File: src/usb_pkg.sv
package usb_pkg;

	localparam int ADDR_W = 6;

	typedef logic [7:0]  byte_t;
	typedef logic [31:0] word_t;
	typedef logic [8:0]  phase_t;

	localparam byte_t SYNC_BYTE = 8'hAC; // leads every adc dump

	// host register map, low six bits of a command byte
	typedef enum logic [ADDR_W-1:0] {
		GAIN     = 6'd0,
		SETTINGS = 6'd1,
		STATUS   = 6'd2,
		ADCDATA  = 6'd3,
		ECHO     = 6'd4,
		EXTFREQ0 = 6'd5,
		EXTFREQ1 = 6'd6,
		EXTFREQ2 = 6'd7,
		EXTFREQ3 = 6'd8,
		PHASE_LO = 6'd9,
		PHASE_HI = 6'd10,
		SAMPLES0 = 6'd16,
		SAMPLES1 = 6'd17,
		SAMPLES2 = 6'd18,
		SAMPLES3 = 6'd19,
		OFFSET0  = 6'd26,
		OFFSET1  = 6'd27,
		OFFSET2  = 6'd28,
		OFFSET3  = 6'd29
	} reg_addr_e;

	// bits 7..6 of the command byte, 2'b01 counts as no command
	typedef enum logic [1:0] {
		CMD_NONE  = 2'b00,
		CMD_READ  = 2'b10,
		CMD_WRITE = 2'b11
	} cmd_op_e;

	typedef enum logic [2:0] {
		HS_IDLE,
		HS_ADDR,
		HS_WR_WAIT,
		HS_WR_DATA,
		HS_RD_REG,
		HS_RD_SEND,
		HS_STREAM
	} host_state_e;

	typedef enum logic [2:0] {
		SS_IDLE,
		SS_SYNC,
		SS_FETCH,
		SS_HOLD,
		SS_DONE
	} strm_state_e;

	typedef struct packed {
		logic  rxf; // byte waiting in the chip
		logic  txe; // room for a byte
		byte_t din;
	} host_rx_t;

	typedef struct packed {
		logic  rd;
		logic  wr;
		logic  isout;
		byte_t dout;
	} host_tx_t;

	typedef struct packed {
		logic      cyc;
		logic      stb;
		logic      we;
		reg_addr_e adr;
		byte_t     dat;
	} wb_req_t;

	typedef struct packed {
		logic  ack;
		logic  err;
		byte_t dat;
	} wb_rsp_t;

	// settings byte, bit 0 at the bottom
	typedef struct packed {
		logic adc_clk_src;
		logic trig_wait;
		logic pll_reset;
		logic arm;
		logic trig_mode;
		logic hilow;
		logic soft_reset;
	} settings_t;

	typedef struct packed {
		logic  arm;
		logic  mode;
		logic  wait_inactive; // hold off until trigger line drops
		word_t offset;
	} trig_ctrl_t;

	typedef struct packed {
		logic  valid;
		logic  done;
		byte_t data;
	} strm_t;

endpackage
File: src/host_port_fsm.sv
`timescale 1ns/100ps

module host_port_fsm (
	input  logic              ftdi_clk,
	input  logic              reset,
	input  usb_pkg::host_rx_t rx_i,
	output usb_pkg::host_tx_t tx_o,
	output usb_pkg::wb_req_t  wb_req_o,
	input  usb_pkg::wb_rsp_t  wb_rsp_i,
	output logic              strm_start_o,
	output logic              strm_take_o,
	input  usb_pkg::strm_t    strm_i
);
	import usb_pkg::*;

	host_state_e state;
	wb_req_t     wb_q;
	logic        rd_q;
	byte_t       dout_q;
	cmd_op_e     op;
	reg_addr_e   addr;
	logic        send_ok;

	function automatic cmd_op_e decode_op(input byte_t b);
		if (!b[7]) begin
			return CMD_NONE;
		end
		return b[6] ? CMD_WRITE : CMD_READ;
	endfunction

	// din is only meaningful in HS_ADDR
	assign op   = decode_op(rx_i.din);
	assign addr = reg_addr_e'(rx_i.din[5:0]);

	// a byte goes out only while the chip has room
	assign send_ok = rx_i.txe &&
		((state == HS_RD_SEND) || ((state == HS_STREAM) && strm_i.valid));

	assign strm_start_o = (state == HS_ADDR) && (op == CMD_READ) && (addr == ADCDATA);
	assign strm_take_o  = (state == HS_STREAM) && send_ok;

	always_comb begin
		tx_o.rd    = rd_q;
		tx_o.wr    = send_ok;
		tx_o.isout = (state == HS_RD_SEND) || (state == HS_STREAM);
		tx_o.dout  = (state == HS_STREAM) ? strm_i.data : dout_q;
	end

	assign wb_req_o = wb_q;

	always_ff @(posedge ftdi_clk or posedge reset) begin
		if (reset) begin
			state <= HS_IDLE;
			rd_q  <= 1'b0;
			wb_q  <= '0;
		end else begin
			rd_q <= 1'b0; // one cycle strobe
			case (state)
				HS_IDLE: begin
					if (rx_i.rxf) begin
						rd_q  <= 1'b1;
						state <= HS_ADDR;
					end
				end
				HS_ADDR: begin
					wb_q.adr <= addr;
					case (op)
						CMD_WRITE: state <= HS_WR_WAIT;
						CMD_READ: begin
							if (addr == ADCDATA) begin
								state <= HS_STREAM; // dump bypasses the bus
							end else begin
								wb_q.cyc <= 1'b1;
								wb_q.stb <= 1'b1;
								wb_q.we  <= 1'b0;
								state    <= HS_RD_REG;
							end
						end
						default: state <= HS_IDLE; // bit 7 clear
					endcase
				end
				HS_WR_WAIT: begin
					if (rx_i.rxf) begin
						rd_q  <= 1'b1;
						state <= HS_WR_DATA;
					end
				end
				HS_WR_DATA: begin
					if (!wb_q.stb) begin
						wb_q.cyc <= 1'b1;
						wb_q.stb <= 1'b1;
						wb_q.we  <= 1'b1;
						wb_q.dat <= rx_i.din;
					end else if (wb_rsp_i.ack || wb_rsp_i.err) begin
						wb_q.cyc <= 1'b0;
						wb_q.stb <= 1'b0;
						wb_q.we  <= 1'b0;
						state    <= HS_IDLE;
					end
				end
				HS_RD_REG: begin
					if (wb_rsp_i.ack || wb_rsp_i.err) begin
						wb_q.cyc <= 1'b0;
						wb_q.stb <= 1'b0;
						state    <= wb_rsp_i.err ? HS_IDLE : HS_RD_SEND; // nothing sent on err
					end
				end
				HS_RD_SEND: begin
					if (rx_i.txe) begin
						state <= HS_IDLE;
					end
				end
				HS_STREAM: begin
					if (strm_i.done) begin
						state <= HS_IDLE;
					end
				end
				default: state <= HS_IDLE;
			endcase
		end
	end

	// read data waits here until txe
	always_ff @(posedge ftdi_clk) begin
		if ((state == HS_RD_REG) && wb_rsp_i.ack) begin
			dout_q <= wb_rsp_i.dat;
		end
	end

endmodule

File: config.mk
export PLATFORM = sky130hd
export DESIGN_NAME = host_port_fsm
export DESIGN_NICKNAME = d
export VERILOG_FILES = /design/src/usb_pkg.sv /design/src/host_port_fsm.sv
export SDC_FILE = /design/constraint.sdc
export NUM_CORES = 1
export LEC_CHECK = 0
export BUFFER_PORTS_ARGS = -buffer_cell sky130_fd_sc_hd__buf_2
export CORE_ASPECT_RATIO = 0.9
export CORE_MARGIN = 8
export CORE_UTILIZATION = 47
export CTS_BUF_LIST = sky130_fd_sc_hd__clkbuf_16
export DETAILED_ROUTE_END_ITERATION = 6
export PLACE_DENSITY = 0.79
export SLEW_MARGIN = 40
export SYNTH_ARGS = -nofsm -noshare
export SYNTH_HDL_FRONTEND = slang
export SYNTH_SLANG_ARGS = --single-unit
File: constraint.sdc
create_clock -name ftdi_clk -period 2 [get_ports ftdi_clk]
set_clock_uncertainty 0.05 [all_clocks]
set_input_delay 0.6 -clock ftdi_clk [delete_from_list [all_inputs] [get_ports ftdi_clk]]
set_output_delay 0.6 -clock ftdi_clk [all_outputs]
set_load 0.005 [all_outputs]
==> results.cfg <==
[sta]
max_freq_mhz = 463.2
max-slew-margin-rel = 0.7029
drv_slew = 0
hold_slack_ns = 0.3040
rsz0062_at_grt = true
setup_viol = 11
report.final.hold_viol_count = 0
tightest_slew_ns = 0.4456
period_minus_slack_ns = 2.159
setup_ws_ns = -0.1590
finalSetupTns_ns = -1.444
min_period_over_period = 1.080

[power_and_ir_drop]
seqPwrFrac = 0.355
p_leak_nw = 0.9727
p_comb_frac = 0.396
swShare = 0.3155
netSwitchingPower_mw = 0.8738
power.density_nw_per_um2 = 1368
p_int_mw = 1.896
clkPwrFrac = 0.248
vdd_drop_max_mv = 0.9256

[flow_run]
maxCapViolCount = 0

[route]
wirelength_um = 3739
num_vias = 1155
first_iter_violations = 99
drt_pass1_iterations = 4
wl_per_cell_um = 16.54
drc = 0
final_antenna_net_count = 0
vias_per_cell = 5.111

[logic_synthesis]
synth_edf_count = 8
netlist_area_um2 = 1428
synth.net_count = 141
synth_warnings = 0
synth_cell_types = 40
seq_area_frac_synth = 0.5364
synth_top_cell_by_area = dfrtp_1
netlist_top_cells_area = dfrtp_1, mux2_2, edfxtp_1
synth_area_per_cell_um2 = 13.10
async_reset_ff_frac = 0.7241
ys.flop_type = dfrtp_1
ys_ff_latch = 29
syn_inst = 109
synth_top_area_share = 0.3681

[placed_design]
port-buffer-count = 61
pre_cts_slack_ns = -0.2177
dp_hpwl_um = 2682
dp_cells = 213
gp_congestion = 0.8061

[final_layout]
nFillCells = 225
diodes = 0
final_layout_size_suffix_gt1_frac = 0.6141
seq_area_um2 = 767.0
layout_common_cells = buf_2, mux2_2, dfrtp_1
fin_cells = 226
syn_to_final_growth_pct = 41.81
final_common_cell = buf_2
fin_nets = 215
multiInputGateArea_um2 = 626.9

[floorplan]
start_util = 0.4804
dieHeight_um = 68.29
die_w_um = 74.10
ioPinCount = 62
core_um2 = 2972
die-area_um2 = 5060
rows = 19

[critical_path]
crit_chain = and2b_2 > nand2_4 > mux2_2 > buf_2
end_kind = output port
critPathLaunchType = flop
slowest_stage = dfrtp_1
crit_type = flop to output port
slowest_delay_ns = 0.38
worst_ep_required_time_ns = 1.35
critical_path.top_delay_family = simple AND/OR/NAND/NOR gates
path_max_fanout = 5
cp.buffers_inverters = 1
cp_data_arrival_time_ns = 1.51

[clocking]
root_buffer = clkbuf_16
htreeDepth = 2
numCtsBuffers = 5
clock_latency_ns = 0.27
postCtsHoldBufs = 0
clock_path_buffers = 2
clk_pin_slew_ns = 0.05
cts_tree = yes
cts.sinks = 29

[global_routing]
grt_pass1_vias = 1283
track_usage = 0.1634
grt_max_degree = 22
grt_pass1_wl_um = 6154
grt-ovfl-total = 0
antenna_found_initial = 0

[run_status]
status = complete, but fails checks
failed_checks = negative setup slack

[min_path]
hp-class = primary input to async pin
-- cell usage after synthesis (2+ instances only) --
| cell type | instances |
|---|---|
| mux2_2 | 22 |
| dfrtp_1 | 21 |
| edfxtp_1 | 8 |
| inv_1 | 4 |
| o21ai_0 | 4 |
| a32o_1 | 3 |
| buf_2 | 3 |
| buf_4 | 3 |
| nor2_1 | 3 |
| nor3_1 | 3 |
| a21oi_1 | 2 |
| nand2_1 | 2 |
| nor2b_1 | 2 |
| o211ai_1 | 2 |
| o22ai_1 | 2 |
-- through the flow --
step                      total power, mW  utilization  cell area [um2]
after floorplan                     1.645            -             1433
after global placement              1.985       0.6063             1802
after detailed placement            2.025       0.6063             1802
after CTS                           2.776       0.6733             2001
after global routing                2.951       0.6813             2024
final                               2.769       0.6813             2024
-- power by group through the flow --
stage                     clock [mW]  sequential [mW]  combinational [mW]
final                          0.688            0.985                1.10
after global routing           0.734             1.01                1.21
after CTS                      0.702            0.981                1.09
after detailed placement           0            0.967                1.06
after global placement             0            0.953                1.03
after floorplan                    0            0.967               0.678
-- registers in the layout, indices dropped and copies added, names as in the netlist --
register  count
wb_req_o     17
rd_q          1
dout_q        8
state         3
-- worst register-to-register path, stage by stage (launching register included) --
cell and delay [ns]:
dfrtp_2 0.48, buf_4 0.21, nand3b_4 0.10, nand2b_1 0.39, mux2_2 0.40
-- logic make-up (layout without fill, tap and decap cells) --
group,count (synthesis),after routing,synth area share
xor+xnor,1,1,0.006136
flops,29,29,0.5364
mux,23,23,0.1805
compound gates,19,19,0.09554
simple gates,26,27,0.1367
buf+inv,11,85,0.04469
-- what timing repair did --
action	in CTS	in global routing
setup endpoints to repair	10	12
cloned	1	0
pin swaps	4	0
resized for setup	5	5
buffers inserted	4	0
-- final cells by class --
cell class	instances	area share
sequential	29	0.3789
multi-input combinational	70	0.3096
timing repair buffer	73	0.2095
clock inverter	3	0.006799
clock buffer	5	0.06180
inverter	4	0.007417
tap	42	0.02596
-- metal layers --
metal / vias up / track usage / wire [um]
met5: - / 0 / 0
met4: 0 / 0.07463 / 97
met3: 10 / 0.06149 / 280
met2: 42 / 0.2708 / 1884
met1: 552 / 0.1840 / 1476
li1: 551 / - / -
-- path summary, 6_finish.rpt --
path	end	slack, ns	cells after the start	startpoint
min in group ftdi_clk	wb_req_o[10]$_DFFE_PP0P_	0.45	1	wb_req_o[10]$_DFFE_PP0P_
min reg2reg	wb_req_o[10]$_DFFE_PP0P_	0.45	1	wb_req_o[10]$_DFFE_PP0P_
max in group asynchronous	state[1]$_DFFE_PP0P_	1.36	3	reset
max reg2reg	wb_req_o[5]$_DFFE_PP0P_	0.25	4	state[1]$_DFFE_PP0P_
min	state[2]$_DFFE_PP0P_	0.30	3	reset
max	tx_o[1]	-0.16	4	state[0]$_DFFE_PP0P_
(Power assumes the default switching activity.)
