$ cat config.mk
export PLATFORM = sky130hd
export DESIGN_NAME = adc_stream
export DESIGN_NICKNAME = d
export VERILOG_FILES = /design/src/usb_pkg.sv /design/src/adc_stream.sv
export SDC_FILE = /design/constraint.sdc
export NUM_CORES = 1
export LEC_CHECK = 0
export BUFFER_PORTS_ARGS = -buffer_cell sky130_fd_sc_hd__buf_2
export CAP_MARGIN = 20
export CORE_MARGIN = 2
export CORE_UTILIZATION = 54
export DETAILED_ROUTE_END_ITERATION = 8
export PLACE_DENSITY = 0.8
export RECOVER_POWER = 50
export SETUP_SLACK_MARGIN = 0.1
export SLEW_MARGIN = 0
export SYNTH_ARGS = -nofsm -noshare
export SYNTH_HDL_FRONTEND = slang
export SYNTH_SLANG_ARGS = --single-unit
$ cat constraint.sdc
create_clock -name ftdi_clk -period 2.6 [get_ports ftdi_clk]
set_input_delay 0.39 -clock ftdi_clk [delete_from_list [all_inputs] [get_ports ftdi_clk]]
set_output_delay 0.39 -clock ftdi_clk [all_outputs]
set_load 0.02 [all_outputs]
$ cat src/usb_pkg.sv
package usb_pkg;

	localparam int ADDR_W = 6;

	typedef logic [7:0]  byte_t;
	typedef logic [31:0] word_t;
	typedef logic [8:0]  phase_t;

	localparam byte_t SYNC_BYTE = 8'hAC; // leads every adc dump

	// host register map, low six bits of a command byte
	typedef enum logic [ADDR_W-1:0] {
		GAIN     = 6'd0,
		SETTINGS = 6'd1,
		STATUS   = 6'd2,
		ADCDATA  = 6'd3,
		ECHO     = 6'd4,
		EXTFREQ0 = 6'd5,
		EXTFREQ1 = 6'd6,
		EXTFREQ2 = 6'd7,
		EXTFREQ3 = 6'd8,
		PHASE_LO = 6'd9,
		PHASE_HI = 6'd10,
		SAMPLES0 = 6'd16,
		SAMPLES1 = 6'd17,
		SAMPLES2 = 6'd18,
		SAMPLES3 = 6'd19,
		OFFSET0  = 6'd26,
		OFFSET1  = 6'd27,
		OFFSET2  = 6'd28,
		OFFSET3  = 6'd29
	} reg_addr_e;

	// bits 7..6 of the command byte, 2'b01 counts as no command
	typedef enum logic [1:0] {
		CMD_NONE  = 2'b00,
		CMD_READ  = 2'b10,
		CMD_WRITE = 2'b11
	} cmd_op_e;

	typedef enum logic [2:0] {
		HS_IDLE,
		HS_ADDR,
		HS_WR_WAIT,
		HS_WR_DATA,
		HS_RD_REG,
		HS_RD_SEND,
		HS_STREAM
	} host_state_e;

	typedef enum logic [2:0] {
		SS_IDLE,
		SS_SYNC,
		SS_FETCH,
		SS_HOLD,
		SS_DONE
	} strm_state_e;

	typedef struct packed {
		logic  rxf; // byte waiting in the chip
		logic  txe; // room for a byte
		byte_t din;
	} host_rx_t;

	typedef struct packed {
		logic  rd;
		logic  wr;
		logic  isout;
		byte_t dout;
	} host_tx_t;

	typedef struct packed {
		logic      cyc;
		logic      stb;
		logic      we;
		reg_addr_e adr;
		byte_t     dat;
	} wb_req_t;

	typedef struct packed {
		logic  ack;
		logic  err;
		byte_t dat;
	} wb_rsp_t;

	// settings byte, bit 0 at the bottom
	typedef struct packed {
		logic adc_clk_src;
		logic trig_wait;
		logic pll_reset;
		logic arm;
		logic trig_mode;
		logic hilow;
		logic soft_reset;
	} settings_t;

	typedef struct packed {
		logic  arm;
		logic  mode;
		logic  wait_inactive; // hold off until trigger line drops
		word_t offset;
	} trig_ctrl_t;

	typedef struct packed {
		logic  valid;
		logic  done;
		byte_t data;
	} strm_t;

endpackage
$ cat src/adc_stream.sv
`timescale 1ns/100ps

module adc_stream (
	input  logic           ftdi_clk,
	input  logic           reset,
	input  logic           start_i,
	input  logic           take_i,
	output usb_pkg::strm_t strm_o,
	input  logic           fifo_empty_i,
	input  usb_pkg::byte_t fifo_data_i,
	output logic           fifo_rd_en_o
);
	import usb_pkg::*;

	strm_state_e state;
	byte_t       out_q;    // byte shown to the host
	byte_t       nxt_q;    // prefetched byte behind it
	logic        nxt_valid;
	logic        pend;     // fifo_data_i lands this cycle
	logic        showing;
	logic        take;
	logic        land_out;
	logic        land_nxt;

	assign showing = (state == SS_SYNC) || (state == SS_HOLD);
	assign take    = take_i && showing;

	// at most one read outstanding and only with room behind out_q
	assign fifo_rd_en_o = showing && !fifo_empty_i && !pend && !nxt_valid;

	assign land_out = pend && (take || (state == SS_FETCH));
	assign land_nxt = pend && showing && !take;

	always_ff @(posedge ftdi_clk or posedge reset) begin
		if (reset) begin
			state     <= SS_IDLE;
			nxt_valid <= 1'b0;
			pend      <= 1'b0;
		end else begin
			pend <= fifo_rd_en_o;
			case (state)
				SS_IDLE: begin
					if (start_i) begin
						state <= SS_SYNC;
					end
				end
				SS_SYNC, SS_HOLD: begin
					if (take) begin
						nxt_valid <= 1'b0;
						if (nxt_valid || pend) begin
							state <= SS_HOLD;
						end else if (fifo_rd_en_o) begin
							state <= SS_FETCH; // out_q empty for a cycle
						end else begin
							state <= SS_DONE;
						end
					end else if (land_nxt) begin
						nxt_valid <= 1'b1;
					end
				end
				SS_FETCH: state <= SS_HOLD; // fetched byte lands in out_q
				SS_DONE: state <= SS_IDLE;
				default: state <= SS_IDLE;
			endcase
		end
	end

	always_ff @(posedge ftdi_clk) begin
		if ((state == SS_IDLE) && start_i) begin
			out_q <= SYNC_BYTE;
		end else if (take && nxt_valid) begin
			out_q <= nxt_q;
		end else if (land_out) begin
			out_q <= fifo_data_i;
		end
		if (land_nxt) begin
			nxt_q <= fifo_data_i;
		end
	end

	assign strm_o = '{valid: showing, done: (state == SS_DONE), data: out_q};

endmodule

==> parameters.txt, run 1 <==
Parameter                              Value

STA
  Final Max Slew Viols    0
  Time the worst path needs with I/O delays and setup    1950 ps
  Final setup slack of the worst path    647 ps
  Max frequency    512 MHz
  Final number of setup-violating endpoints    0
  RSZ-0062 raised after global routing    no
  Hold Fails Final Rpt    0
  Post-Route Hold Slack    269 ps
  Actual transition at the worst max-transition pin    701 ps
  Fin Setup TNS    0 ps
  Fraction of the cycle the final worst path needs    75.1%
  Fin Clk Skew    5.46 ps
  Worst rel slew slack    53.1%

Synthesis
  Distinct cell type count of the synthesized netlist    29
  Most instantiated flip-flop cell in the synthesis netlist    sky130_fd_sc_hd__edfxtp_1
  Synthesized area    918 um2
  Sequential area share after synthesis    57.2%
  Fraction of registers with async set/reset    23.8%
  Synth warnings    0
  Number of standard cells after synthesis    75
  Synthesized flop and latch total    21
  Mapped Nets    88
  Mean post-synth cell area    12.2 um2
  Number of synthesized flops with an enable pin    8

Place
  Pre-CTS WS    767 ps
  HPWL Detailed    1290 um
  RePlAce Congestion    0.747
  Total instance count after detailed placement    109
  Port-buffer cells    23
  Placed Instance Area    1020 um2

Cells and area
  Antenna diode count    0
  Area of all placed cells without fillers    1050 um2
  Post-route non-filler standard cell count    114
  Final-stage net count    112
  Fraction of the core area covered by cells at the end of the flow    67.1%
  Share of final-layout standard cells stronger than drive strength 1    19.4%
  Area growth from synthesis to layout    13.9%

Setup path
  Critical path data required time    2210 ps
  R2R Setup Slk    730 ps
  Maximum net fanout on the critical path    12
  CP arrival    1560 ps
  Critical R2R Capture    nxt_q[4]
  Source of the worst register-to-register timing path    state[0]
  Worst-path cell chain    nor2b_1 -> nand2_1 -> nor2_1 -> buf_2
  Startpoint kind of the worst setup timing path    register
  Buffering stage count on the worst path with inverters included    1
  Critical Path Sink Type    output pin
  Cell depth of the worst flop-to-flop path    3
  Crit path largest cell delay    530 ps
  Crit-path slowest cell    sky130_fd_sc_hd__dfrtp_1
  Critical Setup Path Class    register to output pin
  Kind of cell adding the most delay to the critical path    simple AND/OR/NAND/NOR gates

Pwr
  Total power consumption of the routed design    1.18 mW
  Worst ir drop on vdd    0.610 mV
  Static leakage    0.470 nW
  Pwr per Cell Area    1130 nW/um2

Hold path
  Worst Hold Class    input pin to register
  Min-Delay Path Depth    2
  Origin of the worst min-delay path    fifo_empty_i
  End point of the most critical hold path    pend

Global route
  Antenna violations before repair    0
  Total congestion overflow    0
  Maximum number of pins on one net before global-route repair    13
  Global Route Usage Sum    19.8%
  Wire length of the first global-routing pass    2860 um
  Via count of the first global-routing pass    663

Run
  Maxcap violations    0

CTS
  Setup Fix Bufs, Post-CTS    0
  Root buffer cell    sky130_fd_sc_hd__clkbuf_4
  Level count of the clock H-tree    1
  Total CTS buffers    3
  Clock sinks    21
  Source-to-sink clock delay at the later pin of the worst-skew pair    300 ps
  Clock tree from TritonCTS    done
  Number of buffers on the longest clock path    2
  Clock slew at the register clock pins of the worst setup and hold paths    110 ps

Die
  Area of the die    2050 um2
  Die X-Extent    45.2 um
  Initial cell density of the core    58.9%
  Die Y-Extent    45.2 um
  Num ports    24
  Core outline area    1560 um2
  Placement Rows    14

Routing
  Detail Route Antenna Nets    0
  Via count normalized by instance count    5.98
  DR DRC count    0
  Avg WL per Cell    15.1 um
  Number of design-rule violations left by the first detailed-router iteration    5
  Total length of routed wires    1730 um
  Via count    682
  Iteration count of the initial detailed-routing pass    3

Outcome
  Result of the run    finished, final reports clean
[flip-flops by register name, summed over array words and instances (netlist names)]
signal / flops
out_q: 8
pend: 1
nxt_valid: 1
state: 3
nxt_q: 8
[kinds of logic (layout without fill, tap and decap cells)]
family / Yosys count / in the layout / synth area share [%]
multiplexers: 8 / 8 / 8.72
AO/OA/AOI/OAI: 21 / 21 / 17.8
flip-flops: 21 / 21 / 57.2
AND/OR/NAND/NOR: 18 / 18 / 11.9
buffers and inverters: 7 / 30 / 4.36
[power by group]
| group | internal [mW] | total, mW | leakage, nW | switching (mW) |
|---|---|---|---|---|
| sequential | 0.454 | 0.554 | 0.202 | 0.101 |
| combinational | 0.191 | 0.471 | 0.250 | 0.280 |
| clock | 0.0573 | 0.152 | 0.0177 | 0.0951 |
| total | 0.702 | 1.18 | 0.470 | 0.476 |
[routing by layer]
metal	GRT usage [%]	share of wire (%)
met4	8.82	1.3
met5	0	0
met1	25.6	49
met2	32.3	46
met3	3.60	3.8
[cell type report]
class                   instances  area, um2
clock buffers                   3       22.5
clock inverters                 1       5.00
fillers                       140        513
inverters                       2       7.51
multi-input cells              47        353
flip-flops and latches         21        526
well taps                      16       20.0
repair buffers                 24        113
[worst max-delay path by stage]
stage	endpoint	startpoint	slack [ps]	cells past startpoint
6_report	fifo_rd_en_o	state[0]	650	4
5_1_grt	fifo_rd_en_o	state[0]	460	4
4_1_cts	fifo_rd_en_o	state[0]	650	4
3_5_place_dp	nxt_q[3]	state[0]	770	3
3_3_place_gp	nxt_q[1]	state[0]	830	3
2_1_floorplan	nxt_q[0]	state[0]	990	4
[synth_stat cells, types with 2 or more instances]
cell type,count,area share [%]
sky130_fd_sc_hd__nand2_1,2,0.82
sky130_fd_sc_hd__a21oi_1,5,2.7
sky130_fd_sc_hd__buf_2,2,1.1
sky130_fd_sc_hd__dfrtp_1,5,14
sky130_fd_sc_hd__edfxtp_1,8,26
sky130_fd_sc_hd__dfxtp_1,8,17
sky130_fd_sc_hd__nor3_1,5,2.7
sky130_fd_sc_hd__mux2i_1,8,8.7
sky130_fd_sc_hd__nor2_1,4,1.6
sky130_fd_sc_hd__a2bb2oi_1,4,3.8
sky130_fd_sc_hd__inv_1,2,0.82
sky130_fd_sc_hd__a211oi_1,3,2.5
sky130_fd_sc_hd__o21ai_0,3,1.6
[cells in the final DEF, fill, tap and decap left out, types with 3 or more instances in the layout]
master and count:
sky130_fd_sc_hd__clkbuf_4 3, sky130_fd_sc_hd__o21ai_0 3, sky130_fd_sc_hd__buf_2 13, sky130_fd_sc_hd__clkbuf_1 10, sky130_fd_sc_hd__nor2_1 4, sky130_fd_sc_hd__nor3_1 5
sky130_fd_sc_hd__edfxtp_1 8, sky130_fd_sc_hd__dfxtp_1 8, sky130_fd_sc_hd__a21oi_1 5, sky130_fd_sc_hd__a211oi_1 3, sky130_fd_sc_hd__a2bb2oi_1 4, sky130_fd_sc_hd__dfrtp_1 5
sky130_fd_sc_hd__mux2i_1 8
[timing repair]
action                    CTS  global route
hold endpoints to repair    5             0
hold buffers                1             0
resized for setup           0             0
Note: power is estimated with default switching activity, not from simulation.
==> inputs of run 2 (changes only) <==
--- a/config.mk
+++ b/config.mk
@@ -8,9 +8,9 @@
 export BUFFER_PORTS_ARGS = -buffer_cell sky130_fd_sc_hd__buf_2
 export CAP_MARGIN = 20
 export CORE_MARGIN = 2
-export CORE_UTILIZATION = 54
+export CORE_UTILIZATION = 45
 export DETAILED_ROUTE_END_ITERATION = 8
-export PLACE_DENSITY = 0.8
+export PLACE_DENSITY = 0.71
 export RECOVER_POWER = 50
 export SETUP_SLACK_MARGIN = 0.1
 export SLEW_MARGIN = 0
==> constraint.sdc (replaced) <==
create_clock -name ftdi_clk -period 1.65 [get_ports ftdi_clk]
set_input_delay 0.2475 -clock ftdi_clk [delete_from_list [all_inputs] [get_ports ftdi_clk]]
set_output_delay 0.2475 -clock ftdi_clk [all_outputs]
set_load 0.02 [all_outputs]
==> run 2 against run 1 <==
Utilization fell by 4.3 points. Hold slack worse by 150 ps. Clock skew down 3.9 ps. Sequential share of layout area shrank 6.9 points. Wire length is 20% higher. Highest routed layer unchanged. Non-clock buffer count rose by 13. Worst setup slack got worse by 540 ps. Via count rose by 11%.
==> parameters.txt, run 2 (synthesis gave the netlist of run 1 again) <==
Parameter                              Value

STA
  Max frequency    649 MHz
  Final number of setup-violating endpoints    0 (unchanged)
  Final Max Slew Viols    0 (unchanged)
  Fin Setup TNS    0 ps (unchanged)
  Worst rel slew slack    75.0% (+22 points)
  Actual transition at the worst max-transition pin    374 ps (-326 ps)
  Fraction of the cycle the final worst path needs    93.4%
  Fin Clk Skew    1.60 ps (-3.86 ps)
  Hold Fails Final Rpt    0 (unchanged)
  RSZ-0062 raised after global routing    yes
  Time the worst path needs with I/O delays and setup    1540 ps
  Final setup slack of the worst path    110 ps (-537 ps)

Routing
  Top layer reached by signal wires    met4
  Total length of routed wires    2080 um (+20%)
  Avg WL per Cell    15.1 um (-0.50%)
  Detail Route Antenna Nets    0 (unchanged)
  Number of design-rule violations left by the first detailed-router iteration    12 (+7)
  Detailed route wirelength on metal2    1080 um (+35%)
  DR DRC count    0 (unchanged)
  Met3 WL post-DR    89 um (+35%)
  Iteration count of the initial detailed-routing pass    4 (+1)
  Met1 routed wirelength after detailed routing    865 um (+3.2%)
  Via count    754 (+11%)
  Via count normalized by instance count    5.46 (-8.7%)

Global route
  Via count of the first global-routing pass    714 (+7.7%)
  Maximum number of pins on one net before global-route repair    13 (unchanged)
  Total congestion overflow    0 (unchanged)
  Antenna violations before repair    0 (unchanged)
  Wire length of the first global-routing pass    3220 um (+13%)
  Global Route Usage Sum    17.9% (-1.9 points)

Place
  HPWL Detailed    1330 um (+2.8%)
  Pre-CTS WS    151 ps (-615 ps)
  RePlAce Congestion    0.823 (+10%)
  Port-buffer cells    23 (unchanged)

Die
  Die Y-Extent    49.2 um (+8.7%)
  Initial cell density of the core    47.3% (-12 points)
  Area of the die    2420 um2 (+18%)
  Placement Rows    16 (+2)
  Core outline area    1940 um2 (+25%)
  Die X-Extent    49.2 um (+8.7%)
  Num ports    24 (unchanged)

Cells and area
  Share of final-layout standard cells stronger than drive strength 1    37.8% (+18 points)
  Top library cells by usage in the layout, fill and taps aside    sky130_fd_sc_hd__buf_2, sky130_fd_sc_hd__buf_4, sky130_fd_sc_hd__clkbuf_1, sky130_fd_sc_hd__edfxtp_1, sky130_fd_sc_hd__dfxtp_1
  Antenna diode count    0 (unchanged)
  Area growth from synthesis to layout    32.7%
  Largest registers    nxt_q: 8 flops, out_q: 8 flops, state: 3 flops
  Final-stage net count    125 (+12%)

Pwr
  Pwr per Cell Area    1770 nW/um2 (+57%)
  Share of total power in the clock network    11.8% (-1.1 points)
  Worst ir drop on vdd    1.11 mV (+81%)
  Static leakage    0.543 nW (+16%)
  Switching power share of the total    39.5% (-0.84 points)
  Total power consumption of the routed design    2.16 mW (+83%)
  Combinational power share    47.9% (+7.9 points)
  Power Internal    1.31 mW (+86%)
  Sw power    0.854 mW (+80%)
  Part of the total power dissipated in sequential elements    40.3% (-6.8 points)

Setup path
  Critical R2R Capture    out_q[7]
  Buffering stage count on the worst path with inverters included    0 (-1)
  CP arrival    1780 ps (+220 ps)
  Maximum net fanout on the critical path    7 (-5)
  Crit path largest cell delay    580 ps (+50 ps)
  R2R Setup Slk    110 ps (-620 ps)
  Critical Path Sink Type    register
  Kind of cell adding the most delay to the critical path    simple AND/OR/NAND/NOR gates
  Cell depth of the worst flop-to-flop path    3 (unchanged)
  Critical Setup Path Class    register to register
  Crit-path slowest cell    sky130_fd_sc_hd__or4b_4
  Startpoint kind of the worst setup timing path    register
  Worst-path cell chain    or4b_4 -> a31oi_4 -> a2bb2oi_1
  Source of the worst register-to-register timing path    state[0]
  Critical path data required time    1890 ps (-320 ps)

Hold path
  Worst Hold Class    input pin to register
  Min-Delay Path Depth    2 (unchanged)
  Origin of the worst min-delay path    fifo_empty_i
  End point of the most critical hold path    pend

CTS
  Clock slew at the register clock pins of the worst setup and hold paths    120 ps (about the same)
  Level count of the clock H-tree    1 (unchanged)
  Clock sinks    21 (unchanged)
  Clock tree from TritonCTS    done
  Number of buffers on the longest clock path    2 (unchanged)
  Root buffer cell    sky130_fd_sc_hd__clkbuf_4
  Total CTS buffers    3 (unchanged)
  Source-to-sink clock delay at the later pin of the worst-skew pair    310 ps (about the same)

Run
  Maxcap violations    0 (unchanged)

Outcome
  Result of the run    finished, final reports clean
## run 2: cell count changes in the layout (fill, tap and decap cells not counted), moves of 2 or more
cell                      previous run  this run
sky130_fd_sc_hd__buf_2              13        11
sky130_fd_sc_hd__buf_4               0        11
sky130_fd_sc_hd__buf_6               0         4
sky130_fd_sc_hd__dfrtp_1             5         3
sky130_fd_sc_hd__dfrtp_2             0         2
sky130_fd_sc_hd__nor2_1              4         2
## run 2: through the flow
step                      hold slack (ps)  cell area [um2]  std cells  util (%)
final                                 115             1220        138      62.8
after global placement                149             1070        124      55.0
after CTS                             102             1160        134      59.8
after floorplan                      26.0              921         75         -
after detailed placement              146             1070        124      55.0
after global routing                 98.5             1220        138      62.8
## run 2: how the worst max path moves through the flow
stage / to / depth (start not counted) / start
2_1_floorplan: out_q[2] / 4 / state[2]
3_3_place_gp: out_q[7] / 3 / state[0]
3_5_place_dp: out_q[5] / 3 / state[0]
4_1_cts: fifo_rd_en_o / 4 / state[0]
5_1_grt: fifo_rd_en_o / 4 / nxt_valid
6_report: out_q[7] / 3 / state[0]
## run 2: layer usage
layer	GRT usage, %	vias to the layer above
met1	22.5	370
met2	28.4	20
met4	10.0	0
met5	0	-
met3	3.99	4
li1	-	360
## run 2: final cells by class
type | count | area, um2
inverters | 2 | 10.0
fillers | 165 | 723
repair buffers | 37 | 230
flip-flops and latches | 21 | 528
clock buffers | 3 | 22.5
well taps | 27 | 33.8
multi-input cells | 47 | 389
clock inverters | 1 | 5.00
## run 2: worst reg2reg max path, stage by stage, from the launching register on
cell                        delay, ps
sky130_fd_sc_hd__dfrtp_2          470
sky130_fd_sc_hd__or4b_4           580
sky130_fd_sc_hd__a31oi_4          240
sky130_fd_sc_hd__a2bb2oi_1        190
## run 2: power by group through the flow
stage / clock (mW) / combinational, mW / sequential [mW]
after floorplan: 0 / 0.510 / 0.940
after global placement: 0 / 0.808 / 0.849
after detailed placement: 0 / 0.823 / 0.859
after CTS: 0.258 / 0.940 / 0.850
after global routing: 0.290 / 1.12 / 0.889
final: 0.255 / 1.03 / 0.871
## run 2: what timing repair did
| item | 4_1_cts | 5_1_grt |
|---|---|---|
| buffers inserted | 5 | 4 |
| endpoints found under the setup margin | 3 | 11 |
| endpoints found under the hold margin | 5 | 0 |
| hold buffers | 1 | 0 |
| pin swaps | 1 | 6 |
| gates resized for setup | 6 | 13 |
==> inputs of run 3 (changes only) <==
--- a/config.mk
+++ b/config.mk
@@ -5,7 +5,7 @@
 export SDC_FILE = /design/constraint.sdc
 export NUM_CORES = 1
 export LEC_CHECK = 0
-export BUFFER_PORTS_ARGS = -buffer_cell sky130_fd_sc_hd__buf_2
+export BUFFER_PORTS_ARGS = -buffer_cell sky130_fd_sc_hd__buf_4
 export CAP_MARGIN = 20
 export CORE_MARGIN = 2
 export CORE_UTILIZATION = 45
==> run 3 against run 2 <==
Die area unchanged. Highest routed layer unchanged. Critical path type unchanged. Largest cell class unchanged. Maximum frequency increased by 0.42%. Combinational power about the same. Largest power group unchanged.
==> parameters.txt, run 3 (synthesis gave the netlist of run 1 again) <==
Parameter                              Value

Cells and area
  Area occupied by multi-input gates    394 um2 (+1.3%)
  Top library cells by usage in the layout, fill and taps aside    sky130_fd_sc_hd__buf_4, sky130_fd_sc_hd__clkbuf_4, sky130_fd_sc_hd__clkbuf_1
  Fraction of the core area covered by cells at the end of the flow    62.7% (-0.064 points)
  Largest registers    nxt_q: 8 flops, out_q: 8 flops, state: 3 flops
  Area growth from synthesis to layout    32.6%
  Final-stage net count    121 (-3.2%)
  Most frequent standard cell in the layout excluding fill and tap cells    sky130_fd_sc_hd__buf_4
  Area of all placed cells without fillers    1220 um2 (-0.10%)
  Post-route non-filler standard cell count    134 (-2.9%)
  Number of fillers in the final layout    170 (+3.0%)
  Antenna diode count    0 (unchanged)
  Share of final-layout standard cells stronger than drive strength 1    36.4% (-1.4 points)
  Reg area    528 um2 (unchanged)

Outcome
  Result of the run    finished, final reports clean

CTS
  Source-to-sink clock delay at the later pin of the worst-skew pair    300 ps (about the same)
  Total CTS buffers    3 (unchanged)
  Clock sinks    21 (unchanged)
  Root buffer cell    sky130_fd_sc_hd__clkbuf_4
  Clock slew at the register clock pins of the worst setup and hold paths    120 ps (about the same)
  Level count of the clock H-tree    1 (unchanged)
  Clock tree from TritonCTS    done
  Number of buffers on the longest clock path    2 (unchanged)

STA
  Final setup slack of the worst path    116 ps (+6.40 ps)
  Fraction of the cycle the final worst path needs    93.0% (-0.39 points)
  Time the worst path needs with I/O delays and setup    1530 ps (-6.40 ps)
  Post-Route Hold Slack    150 ps (+35.1 ps)
  Final Max Slew Viols    0 (unchanged)
  Actual transition at the worst max-transition pin    411 ps (+36.8 ps)
  Final number of setup-violating endpoints    0 (unchanged)
  Fin Setup TNS    0 ps (unchanged)
  Max frequency    652 MHz (+0.42%)
  RSZ-0062 raised after global routing    yes
  Fin Clk Skew    7.35 ps (+5.75 ps)
  Worst rel slew slack    72.6% (-2.4 points)
  Hold Fails Final Rpt    0 (unchanged)

Place
  Pre-CTS WS    151 ps (-0.440 ps)
  RePlAce Congestion    0.830 (+0.80%)
  Placed Instance Area    1130 um2 (+6.1%)
  Total instance count after detailed placement    125 (+0.81%)
  Port-buffer cells    23 (unchanged)
  HPWL Detailed    1340 um (+0.97%)

Setup path
  Critical Path Sink Type    register
  Critical path data required time    1880 ps (about the same)
  Startpoint kind of the worst setup timing path    register
  CP arrival    1770 ps (about the same)
  Critical Setup Path Class    register to register
  Maximum net fanout on the critical path    6 (-1)

Global route
  Wire length of the first global-routing pass    3110 um (-3.4%)
  Total congestion overflow    0 (unchanged)
  Maximum number of pins on one net before global-route repair    12 (-1)
  Via count of the first global-routing pass    680 (-4.8%)
  Global Route Usage Sum    16.8% (-1.1 points)
  Antenna violations before repair    0 (unchanged)

Die
  Die X-Extent    49.2 um (unchanged)
  Core outline area    1940 um2 (unchanged)
  Placement Rows    16 (unchanged)
  Area of the die    2420 um2 (unchanged)
  Num ports    24 (unchanged)
  Die Y-Extent    49.2 um (unchanged)
  Initial cell density of the core    47.3% (unchanged)

Hold path
  Worst Hold Class    input pin to register

Routing
  Iteration count of the initial detailed-routing pass    4 (unchanged)
  Total length of routed wires    1980 um (-4.7%)
  Number of design-rule violations left by the first detailed-router iteration    12 (unchanged)
  Via count    738 (-2.1%)
  DR DRC count    0 (unchanged)
  Via count normalized by instance count    5.51 (+0.80%)
  Avg WL per Cell    14.8 um (-1.8%)
  Detail Route Antenna Nets    0 (unchanged)

Pwr
  Static leakage    0.537 nW (-0.98%)
  Pwr per Cell Area    1740 nW/um2 (-1.9%)
  Total power consumption of the routed design    2.12 mW (-2.0%)
  Worst ir drop on vdd    0.909 mV (-18%)

Run
  Maxcap violations    0 (unchanged)
-- run 3: cell count changes in the layout (fill, tap and decap cells not counted), moves of 2 or more --
cell                       change
sky130_fd_sc_hd__buf_2        -11
sky130_fd_sc_hd__buf_4         +4
sky130_fd_sc_hd__buf_6         -2
sky130_fd_sc_hd__clkbuf_4      +7
-- run 3: repair_timing --
item	in CTS	in global routing
buffers inserted	2	2
hold buffers	1	0
gates resized for setup	6	8
pin swaps	2	1
cloned	0	0
setup endpoints to repair	3	10
hold endpoints to repair	5	0
-- run 3: layer usage --
layer	vias to the layer above	GRT usage [%]	share of wire [%]
met4	0	8.57	1.9
met2	22	26.6	48
met3	6	3.37	4.8
met5	-	0	0
met1	356	21.8	45
li1	354	-	-
-- run 3: area by class of cell --
cell class,count,area share [%]
multi-input cells,47,32.4
repair buffers,33,18.7
inverters,2,0.617
well taps,27,2.77
flip-flops and latches,21,43.4
clock buffers,4,2.16
-- run 3: power breakdown --
group,switching [mW],total [mW],leakage (nW),internal (mW)
sequential,0.150,0.869,0.199,0.719
clock,0.150,0.244,0.0150,0.0941
combinational,0.532,1.00,0.323,0.471
-- run 3: critical path, cell delays in order, from the launching register on --
cell                        delay, ps
sky130_fd_sc_hd__dfrtp_2          450
sky130_fd_sc_hd__or4b_4           570
sky130_fd_sc_hd__a31oi_4          260
sky130_fd_sc_hd__a2bb2oi_1        170
-- run 3: final timing paths --
check	end	startpoint	slack, ps	depth (start not counted)
min reg2reg	out_q[7]	out_q[7]	510	1
min in group asynchronous	state[2]	reset	390	3
min	nxt_q[1]	fifo_data_i[1]	150	1
max	out_q[7]	state[0]	120	3
max in group asynchronous	state[0]	reset	1070	3
max reg2reg	out_q[7]	state[0]	120	3
